`src/dsp_pkg.sv`:
```
`default_nettype none

// sizes, host config and datapath word types for the drive slice
// lane 0 always sits in the low bits of every multi-lane word
package dsp_pkg;

	// lanes per adc and dac word
	localparam int lanes = 4;
	// bits per dac sample
	localparam int sample_w = 16;
	// raw adc word, all lanes together
	localparam int adc_w = 64;
	// dac word, all lanes together
	localparam int dac_w = 64;
	// acquisition buffer address, 16 entries
	localparam int acq_aw = 4;
	// envelope memory address, 16 entries
	localparam int env_aw = 4;
	// envelope word, one 32-bit i/q entry per lane
	localparam int env_w = 128;

	// dac source codes
	typedef enum logic [1:0] {
		sel_square = 2'd0,
		sel_ramp   = 2'd1,
		sel_env_i  = 2'd2,
		sel_env_q  = 2'd3
	} dac_sel_t;

	// host configuration
	// restart_stb is a one-cycle strobe, the rest are levels
	typedef struct packed {
		logic        restart_stb;
		dac_sel_t    dac_sel;
		logic [15:0] test_period;
	} dsp_cfg_t;

	// one write into the acquisition buffer
	typedef struct packed {
		logic              we;
		logic [acq_aw-1:0] addr;
		logic [adc_w-1:0]  data;
	} acq_wr_t;

	// i in the upper half, q in the lower half
	typedef struct packed {
		logic [sample_w-1:0] i;
		logic [sample_w-1:0] q;
	} env_iq_t;

	// envelope lane entry, stored raw by the host, played as i/q
	typedef union packed {
		logic [env_w/lanes-1:0] raw;
		env_iq_t                iq;
	} env_lane_t;

	// full envelope memory word
	typedef env_lane_t [lanes-1:0] env_word_t;

	// dac word, one sample per lane
	typedef logic [lanes-1:0][dac_w/lanes-1:0] dac_word_t;

endpackage

`default_nettype wire

```
`src/dsp_ctrl.sv`:
```
`timescale 1ns/1ns
`default_nettype none

// host config register, restart pulse and the two pattern timebases
module dsp_ctrl (
	input  wire                 dspif,
	input  wire                 rst_n,
	input  dsp_pkg::dsp_cfg_t   cfg,
	output logic                clear,
	output dsp_pkg::dac_sel_t   dac_sel,
	output logic [1:0]          square,
	output logic [11:0]         tick
);
	import dsp_pkg::*;

	// registered copy of the host fields
	dsp_cfg_t cfg_q;
	// previous strobe, for edge detection
	logic stb_q;
	// square wave down-counter
	logic [15:0] period_cnt;
	// counter expired, reload this cycle
	logic reload;

	// host side is asynchronous to the dsp clock domain logic,
	// so everything goes through one register first
	always_ff @(posedge dspif) begin
		if (!rst_n) begin
			cfg_q <= '0;
		end else begin
			cfg_q <= cfg;
		end
	end

	// source select straight from the config register
	assign dac_sel = cfg_q.dac_sel;

	// one pulse per strobe, even if the host holds it
	always_ff @(posedge dspif) begin
		if (!rst_n) begin
			stb_q <= 1'b0;
			clear <= 1'b0;
		end else begin
			stb_q <= cfg_q.restart_stb;
			clear <= cfg_q.restart_stb && !stb_q;
		end
	end

	assign reload = (period_cnt == 16'd0);

	// phase advances on every reload
	// each phase lasts test_period + 1 cycles
	always_ff @(posedge dspif) begin
		if (!rst_n) begin
			period_cnt <= '0;
			square     <= '0;
		end else if (reload) begin
			period_cnt <= cfg_q.test_period;
			square     <= square + 2'd1;
		end else begin
			period_cnt <= period_cnt - 16'd1;
		end
	end

	// free-running sample count for the ramp
	always_ff @(posedge dspif) begin
		if (!rst_n) begin
			tick <= '0;
		end else begin
			tick <= tick + 12'd1;
		end
	end

endmodule

`default_nettype wire

```
`src/acq_writer.sv`:
```
`timescale 1ns/1ns
`default_nettype none

// adc capture into the external acquisition buffer
// address restarts on clear and locks at the last entry
module acq_writer (
	input  wire                          dspif,
	input  wire                          rst_n,
	input  logic                         clear,
	input  logic [dsp_pkg::adc_w-1:0]    adc_in,
	output dsp_pkg::acq_wr_t             acq_wr
);
	import dsp_pkg::*;

	// adc input register
	logic [adc_w-1:0] adc_q;
	// write record, output register
	logic              we_q;
	logic [acq_aw-1:0] addr_q;
	logic [adc_w-1:0]  data_q;
	// last entry written, stop here
	logic last;

	assign last = we_q && (&addr_q);

	// payload path, two stages from the adc pins
	always_ff @(posedge dspif) begin
		adc_q  <= adc_in;
		data_q <= adc_q;
	end

	// write address
	// idle after reset until the host asks for a capture
	always_ff @(posedge dspif) begin
		if (!rst_n) begin
			we_q   <= 1'b0;
			addr_q <= '0;
		end else if (clear) begin
			we_q   <= 1'b1;
			addr_q <= '0;
		end else if (last) begin
			// buffer full, keep the first capture intact
			we_q <= 1'b0;
		end else if (we_q) begin
			addr_q <= addr_q + 1'b1;
		end
	end

	// pack the record for the buffer port
	always_comb begin
		acq_wr.we   = we_q;
		acq_wr.addr = addr_q;
		acq_wr.data = data_q;
	end

endmodule

`default_nettype wire

```
`src/env_player.sv`:
```
`timescale 1ns/1ns
`default_nettype none

// drive envelope playback from the external envelope memory
// memory answers one cycle after the address
module env_player (
	input  wire                          dspif,
	input  wire                          rst_n,
	input  logic                         clear,
	output logic [dsp_pkg::env_aw-1:0]   env_addr,
	input  dsp_pkg::env_word_t           env_data,
	output dsp_pkg::dac_word_t           env_i,
	output dsp_pkg::dac_word_t           env_q
);
	import dsp_pkg::*;

	// next read address
	logic [env_aw-1:0] addr_nxt;

	// free-running, wraps naturally at the top entry
	always_comb begin
		if (clear) begin
			addr_nxt = '0;
		end else begin
			addr_nxt = env_addr + 1'b1;
		end
	end

	// address register drives the memory directly
	always_ff @(posedge dspif) begin
		if (!rst_n) begin
			env_addr <= '0;
		end else begin
			env_addr <= addr_nxt;
		end
	end

	// split each returned word into i and q lanes
	// lane order is kept, lane 0 low
	always_ff @(posedge dspif) begin
		for (int j = 0; j < lanes; j++) begin
			env_i[j] <= env_data[j].iq.i;
			env_q[j] <= env_data[j].iq.q;
		end
	end

endmodule

`default_nettype wire

```
`src/dac_mux.sv`:
```
`timescale 1ns/1ns
`default_nettype none

// dac source select and output register
module dac_mux (
	input  wire                    dspif,
	input  wire                    rst_n,
	input  dsp_pkg::dac_sel_t      dac_sel,
	input  logic [1:0]             square,
	input  logic [11:0]            tick,
	input  dsp_pkg::dac_word_t     env_i,
	input  dsp_pkg::dac_word_t     env_q,
	output dsp_pkg::dac_word_t     dac
);
	import dsp_pkg::*;

	// square test word, same value on every lane
	dac_word_t square_word;
	// lane-tagged ramp
	dac_word_t ramp_word;
	// selected source before the output register
	dac_word_t dac_nxt;

	// phase 0..3 maps to 0000, 7fff, 8000, ffff
	always_comb begin
		for (int j = 0; j < lanes; j++) begin
			square_word[j] = {square[1], {(sample_w-1){square[0]}}};
		end
	end

	// upper 12 bits count, lower nibble names the lane
	always_comb begin
		for (int j = 0; j < lanes; j++) begin
			ramp_word[j] = {tick, 4'(j)};
		end
	end

	always_comb begin
		case (dac_sel)
			sel_square: begin
				dac_nxt = square_word;
			end
			sel_ramp: begin
				dac_nxt = ramp_word;
			end
			sel_env_i: begin
				dac_nxt = env_i;
			end
			sel_env_q: begin
				dac_nxt = env_q;
			end
			default: begin
				dac_nxt = square_word;
			end
		endcase
	end

	// registered output, zero after reset
	always_ff @(posedge dspif) begin
		if (!rst_n) begin
			dac <= '0;
		end else begin
			dac <= dac_nxt;
		end
	end

endmodule

`default_nettype wire

```
`src/dsp_top.sv`:
```
`timescale 1ns/1ns
`default_nettype none

// qubit-drive dsp slice
// acquisition buffer and envelope memory live outside this level
module dsp_top (
	input  wire                          dspif,
	input  wire                          rst_n,
	input  dsp_pkg::dsp_cfg_t            cfg,
	input  logic [dsp_pkg::adc_w-1:0]    adc_in,
	input  dsp_pkg::env_word_t           env_data,
	output dsp_pkg::acq_wr_t             acq_wr,
	output logic [dsp_pkg::env_aw-1:0]   env_addr,
	output dsp_pkg::dac_word_t           dac
);
	import dsp_pkg::*;

	// restart pulse to both address counters
	logic clear;
	// registered source select
	dac_sel_t dac_sel;
	// square phase and ramp count
	logic [1:0]  square;
	logic [11:0] tick;
	// decoded envelope halves
	dac_word_t env_i;
	dac_word_t env_q;

	// config, restart and timebases
	dsp_ctrl u_ctrl (
		.dspif   (dspif),
		.rst_n   (rst_n),
		.cfg     (cfg),
		.clear   (clear),
		.dac_sel (dac_sel),
		.square  (square),
		.tick    (tick)
	);

	// adc capture
	acq_writer u_acq (
		.dspif  (dspif),
		.rst_n  (rst_n),
		.clear  (clear),
		.adc_in (adc_in),
		.acq_wr (acq_wr)
	);

	// envelope read side
	env_player u_env (
		.dspif    (dspif),
		.rst_n    (rst_n),
		.clear    (clear),
		.env_addr (env_addr),
		.env_data (env_data),
		.env_i    (env_i),
		.env_q    (env_q)
	);

	// dac output
	dac_mux u_dac (
		.dspif   (dspif),
		.rst_n   (rst_n),
		.dac_sel (dac_sel),
		.square  (square),
		.tick    (tick),
		.env_i   (env_i),
		.env_q   (env_q),
		.dac     (dac)
	);

endmodule

`default_nettype wire

```
`config.mk`:
```
export PLATFORM = sky130hd
export DESIGN_NAME = dsp_top
export DESIGN_NICKNAME = d
export VERILOG_FILES = /design/src/dsp_pkg.sv /design/src/dsp_ctrl.sv /design/src/acq_writer.sv /design/src/env_player.sv /design/src/dac_mux.sv /design/src/dsp_top.sv
export SDC_FILE = /design/constraint.sdc
export NUM_CORES = 1
export LEC_CHECK = 0
export BUFFER_PORTS_ARGS = -buffer_cell sky130_fd_sc_hd__clkbuf_2
export CAP_MARGIN = 20
export CORE_MARGIN = 1.5
export CORE_UTILIZATION = 49
export DETAILED_ROUTE_END_ITERATION = 8
export PLACE_DENSITY = 0.75
export SLEW_MARGIN = 20
export SYNTH_ARGS = -nofsm -noshare
export SYNTH_HDL_FRONTEND = slang
export SYNTH_SLANG_ARGS = --single-unit
```
`constraint.sdc`:
```
create_clock -name dspif -period 2.6 [get_ports dspif]
set_input_delay 0.39 -clock dspif [delete_from_list [all_inputs] [get_ports dspif]]
set_output_delay 0.39 -clock dspif [all_outputs]
set_load 0.03 [all_outputs]
```
# Word-level counts from Yosys, hierarchy flattened
# Index checks and enable logic that the tools add are counted.
[totals]
word_cells = 48
inputBits = 213
ff_bits = 380
[classes]
n_eq_ne = 3
muxes = 4
bitwise_logic = 2
n_addsub = 5
n_reduce_logical = 9
[ops]
columns = ["operator", "count"]
rows = [
  ["one-hot mux 64 bit (4 select lines)", 1],
  ["logical NOT 16 bit", 1],
  ["2-to-1 mux 16 bit", 1],
  ["subtractor 16 x 1 -> 16 bit (second input constant)", 1],
  ["adder 12 x 1 -> 12 bit (second input constant)", 1],
  ["adder 4 x 1 -> 4 bit (second input constant)", 2],
  ["== test 2 bit (second input constant)", 2],
  ["AND reduction 4 bit", 1],
  ["adder 2 x 1 -> 2 bit (second input constant)", 1],
  ["== test 2 x 1 -> 1 bit (second input constant)", 1],
  ["logical AND 1 bit", 2],
  ["logical NOT 2 bit", 1],
  ["2-to-1 mux 1 bit", 2],
  ["inverter 1 bit", 2],
  ["AND reduction 2 bit", 1],
  ["nonzero test 2 bit", 1],
  ["OR reduction 2 bit", 1],
  ["logical NOT 1 bit", 1],
]

# Logic depth before layout (Yosys ltp)
[depth]
word_depth = 4
ltp_mapped = 7
mapped_depth_nobuf = 6

# By module
# A second synthesis with hierarchy kept.
[unflattened]
hier_cells = 774
area_unflattened_um2 = 10169.8
[by_module_without_submodules]
columns = ["module", "seq_area_each_um2", "area_each_um2", "n_inst", "cells_per_inst"]
rows = [
  ["acq_writer", 2662.6, 2825.2, 1, 155],
  ["env_player", 2642.5, 2717.6, 1, 143],
  ["dac_mux", 1281.2, 2658.8, 1, 269],
  ["dsp_ctrl", 1021.0, 1968.1, 1, 207],
]

# Worst setup path before layout
# Ideal clock, no wire load.
[synth_timing]
path_type = "reg2reg"
start = "register u_ctrl.period_cnt[9]"
end = "register u_ctrl.square[1]"
t_arrival_ps = 1924
setup_slack_ps = 544
n_path_buf = 2
setup_ps = 132
stages_incl_launch_ff = 7
synth_period_minus_slack_ps = 2056
path_cell_list = "dfxtp_1 > or4_4 > or4_4 > buf_2 > buf_2 > o31ai_1 > a21oi_1"
[synth_via]
elab_chain_len = 1
[synth_rtl]
columns = ["item", "line_no", "rtl"]
rows = [
  ["from (decl)", "dsp_ctrl.sv:21", "logic [15:0] period_cnt;"],
  ["from (signal assigned)", "dsp_ctrl.sv:58", "period_cnt <= cfg_q.test_period;"],
  ["from (signal assigned)", "dsp_ctrl.sv:61", "period_cnt <= period_cnt - 16'd1;"],
  ["logical NOT 16 bit", "dsp_ctrl.sv:49", "assign reload = (period_cnt == 16'd0);"],
  ["to (signal assigned)", "dsp_ctrl.sv:59", "square <= square + 2'd1;"],
  ["to (decl)", "dsp_ctrl.sv:11", "output logic [1:0] square,"],
]
# No other way between the ends.
# A chain may end at the register's enable or synchronous reset.

# Worst setup path in the final report
[layout_timing]
start = "register u_ctrl.period_cnt[8]"
end = "register u_ctrl.period_cnt[0]"
[layout_via]
elab_chain_len = 2
[layout_rtl]
columns = ["item", "line_no", "rtl"]
rows = [
  ["logical NOT 16 bit", "dsp_ctrl.sv:49", ""],
  ["2-to-1 mux 16 bit", "dsp_ctrl.sv:57", "end else if (reload) begin"],
]
# No other way between the ends.

==> results.ini <==
[timing]
max_freq_mhz=411
tns_ns=0
period_share_pct=93.7
drv_slew=0
fin_skew_ns=0.0292
hold_viol=0
slew_headroom_pct=37.1
rsz0062_at_grt=false
finalCriticalPeriod_ns=2.44
worst_pin_slew_ns=0.935
finalSetupViolations=0

[clock_tree]
cts_tree=done
clock_latency_ns=0.54
post_cts.repair.setup_buffers=0
clk_pin_slew_ns=0.06
cts_hold_buf=192
cts_buffers=37
clockRootBuffer=clkbuf_16
clkSinkCount=380
post_cts_resized=0
htree_levels=2
clock_path_buffers=3

[routing]
antenna_left=0
vias_per_cell=4.88
route.detailed.drc=0
routed_wl_um=31600
first_pass_iters=5
wl_per_cell_um=19.2
vias=8015
initialDrtViolationCount=379

[global_routing]
grt_remaining_overflow=0
grt_pass1_vias=8819
grt_pass1_wl_um=47700
grt_start_max_net_pins=32
antenna_found_initial=2
grt_use_total_pct=28.8

[die]
fp.dieW_um=147
die_h_um=147
pin_count=350
die-area_mm2=0.0216
num_rows=52
core_mm2=0.0203
start_util_pct=50.1

[outcome]
outcome=completed

[final_layout]
final_cell_mix=378 x dfxtp_1, 349 x clkbuf_2, 192 x dlygate4sd3_1
area_growth_syn_to_layout_pct=51.5
drive_gt1_share_pct=34.5
layout.nets=1559
final_core_util_pct=75.9
regArea_mm2=0.00761
multi_input_comb_area_mm2=0.00238
final_common_cell=dfxtp_1
n_fill_cell=1214

[hold_path]
hold_depth=2
hold_class=primary input to flop
min_delay_worst_endpoint=u_ctrl.cfg_q[8]
hold_path.startpoint=cfg[8]

[synth]
netlist.area_leader.share_pct=74.8
synth_area_per_cell_um2=13.0
syn-num-nets=998
yosysUniqueCellTypes=45
synth_edf_count=0
synth_area_leaders=dfxtp_1 75%, mux2_2 4.1%, a21oi_1 3.7%
synth_area_mm2=0.0102
yosys_register_bits=380
yosysWarnings=0
synth_largest_area_cell=dfxtp_1
async_flop_share_pct=0
ys_seq_area_share_pct=74.8
synthCells=780
synth_ff_type=dfxtp_1

[worst_setup_path]
rrSetupSlack_ns=0.16
reg2regPathDepth=4
critPathMostFrequentCell=or4_4
critical_path.max_fanout=23
cp.arrival_ns=2.84
r2r-start=u_ctrl.period_cnt[8]
cp-end-kind=flop
cp-start-kind=flop
path_class=flop to flop
timing.rr.end=u_ctrl.period_cnt[0]
slowest_stage=or4_4
path_cells=or4_4, or4_4, or2_1, a211oi_1
critical_path_required_ns=3.01
slowest_delay_ns=0.58

[placed_design]
gp_congestion=0.774
dp_hpwl_um=16100
port_buffers=349

[job]
drv_cap=0

[power]
power.switching_w=0.00395
internal-power_w=0.0104
ir_drop_mv=0.750
p_leak_nw=6.95
combPwrFrac_pct=16.1
power.share.clock_pct=38.1
pwr-share-seq_pct=45.8
powerDensity_mw_per_mm2=932
switching_share_pct=27.5

[metrics by stage]
stage	cells	hold slack, ns	area [um2]	power (W)	setup WS (ns)
2_1_floorplan	780	0.310	10200	0.00802	0.544
5_1_grt	1642	0.0854	15400	0.0149	0.0248
6_report	1642	0.0879	15400	0.0144	0.165
4_1_cts	1640	0.0692	15400	0.0142	0.170
3_5_place_dp	1380	0.312	12200	0.00868	0.218
3_3_place_gp	1380	0.310	12200	0.00862	0.266
[worst max-delay path: cells and delay by family, from the launching register on]
kind | cells | cell delay [ns]
and+or+nand+nor | 3 | 1.64
AOI/OAI and AO/OA | 1 | 0.34
DFF | 1 | 0.36
[routing by layer]
| metal | global-route usage, % | wire length [um] | up-vias |
|---|---|---|---|
| li1 | - | - | 3755 |
| met1 | 29.0 | 10900 | 3763 |
| met2 | 54.4 | 17100 | 388 |
| met3 | 7.61 | 2210 | 109 |
| met4 | 14.1 | 1390 | 0 |
| met5 | 0 | 0 | - |
[cell type report]
cell class | count | area share (%)
multi-input cells | 357 | 15.5
clock buffers | 54 | 7.08
diodes | 2 | 0.0325
clock inverters | 14 | 1.03
well taps | 270 | 2.19
inverters | 7 | 0.170
repair buffers | 558 | 24.6
flip-flops and latches | 380 | 49.4
[power groups by stage]
stage	Clock [W]	Combinational [W]	Sequential [W]
finish	0.00548	0.00231	0.00657
floorplan	0	0.00105	0.00698
global route	0.00577	0.00250	0.00661
CTS	0.00543	0.00227	0.00654
global placement	0	0.00199	0.00664
detailed placement	0	0.00201	0.00666
[synthesized netlist by cell type, drive strengths merged (7+ instances only)]
| cell type | count |
|---|---|
| nand2 | 37 |
| o21ai | 9 |
| xor2 | 9 |
| dfxtp | 380 |
| o31ai | 11 |
| nor2 | 33 |
| and2 | 27 |
| mux2i | 28 |
| mux2 | 37 |
| xnor2 | 12 |
| a21oi | 76 |
| nor3 | 14 |
| clkbuf | 27 |
| buf | 9 |
| nand3 | 10 |
| inv | 7 |
[cells by family after synthesis]
logic type / count (synthesis) / synth area share (%)
muxes: 65 / 6.85
and+or+nand+nor: 152 / 7.65
adders and majority gates: 5 / 0.615
DFF: 380 / 74.8
xor gates and xnor gates: 21 / 1.81
AOI/OAI and AO/OA: 114 / 6.52
buffers and inverters: 43 / 1.80
[registers in the layout (all words and copies together), names as in the netlist]
register           count
u_acq.adc_q           64
u_acq.addr_q           4
u_acq.data_q          64
u_acq.we_q             1
u_ctrl.cfg_q          17
u_ctrl.clear           1
u_ctrl.dac_sel         2
u_ctrl.period_cnt     16
u_ctrl.square          2
u_ctrl.stb_q           1
u_ctrl.tick           12
u_dac.dac             64
u_env.env_addr         4
u_env.env_i           64
u_env.env_q           64
[worst max path at each step]
| stage | startpoint | to | slack (ns) | cells past startpoint |
|---|---|---|---|---|
| 2_1_floorplan | u_ctrl.period_cnt[9] | u_ctrl.square[1] | 0.54 | 6 |
| 3_3_place_gp | u_ctrl.period_cnt[9] | u_ctrl.period_cnt[15] | 0.27 | 4 |
| 3_5_place_dp | u_ctrl.period_cnt[8] | u_ctrl.period_cnt[1] | 0.22 | 4 |
| 4_1_cts | u_ctrl.period_cnt[8] | u_ctrl.period_cnt[0] | 0.17 | 4 |
| 5_1_grt | u_ctrl.period_cnt[8] | u_ctrl.period_cnt[0] | 0.02 | 4 |
| 6_report | u_ctrl.period_cnt[8] | u_ctrl.period_cnt[0] | 0.16 | 4 |
Note: power is estimated with default switching activity, not from simulation.
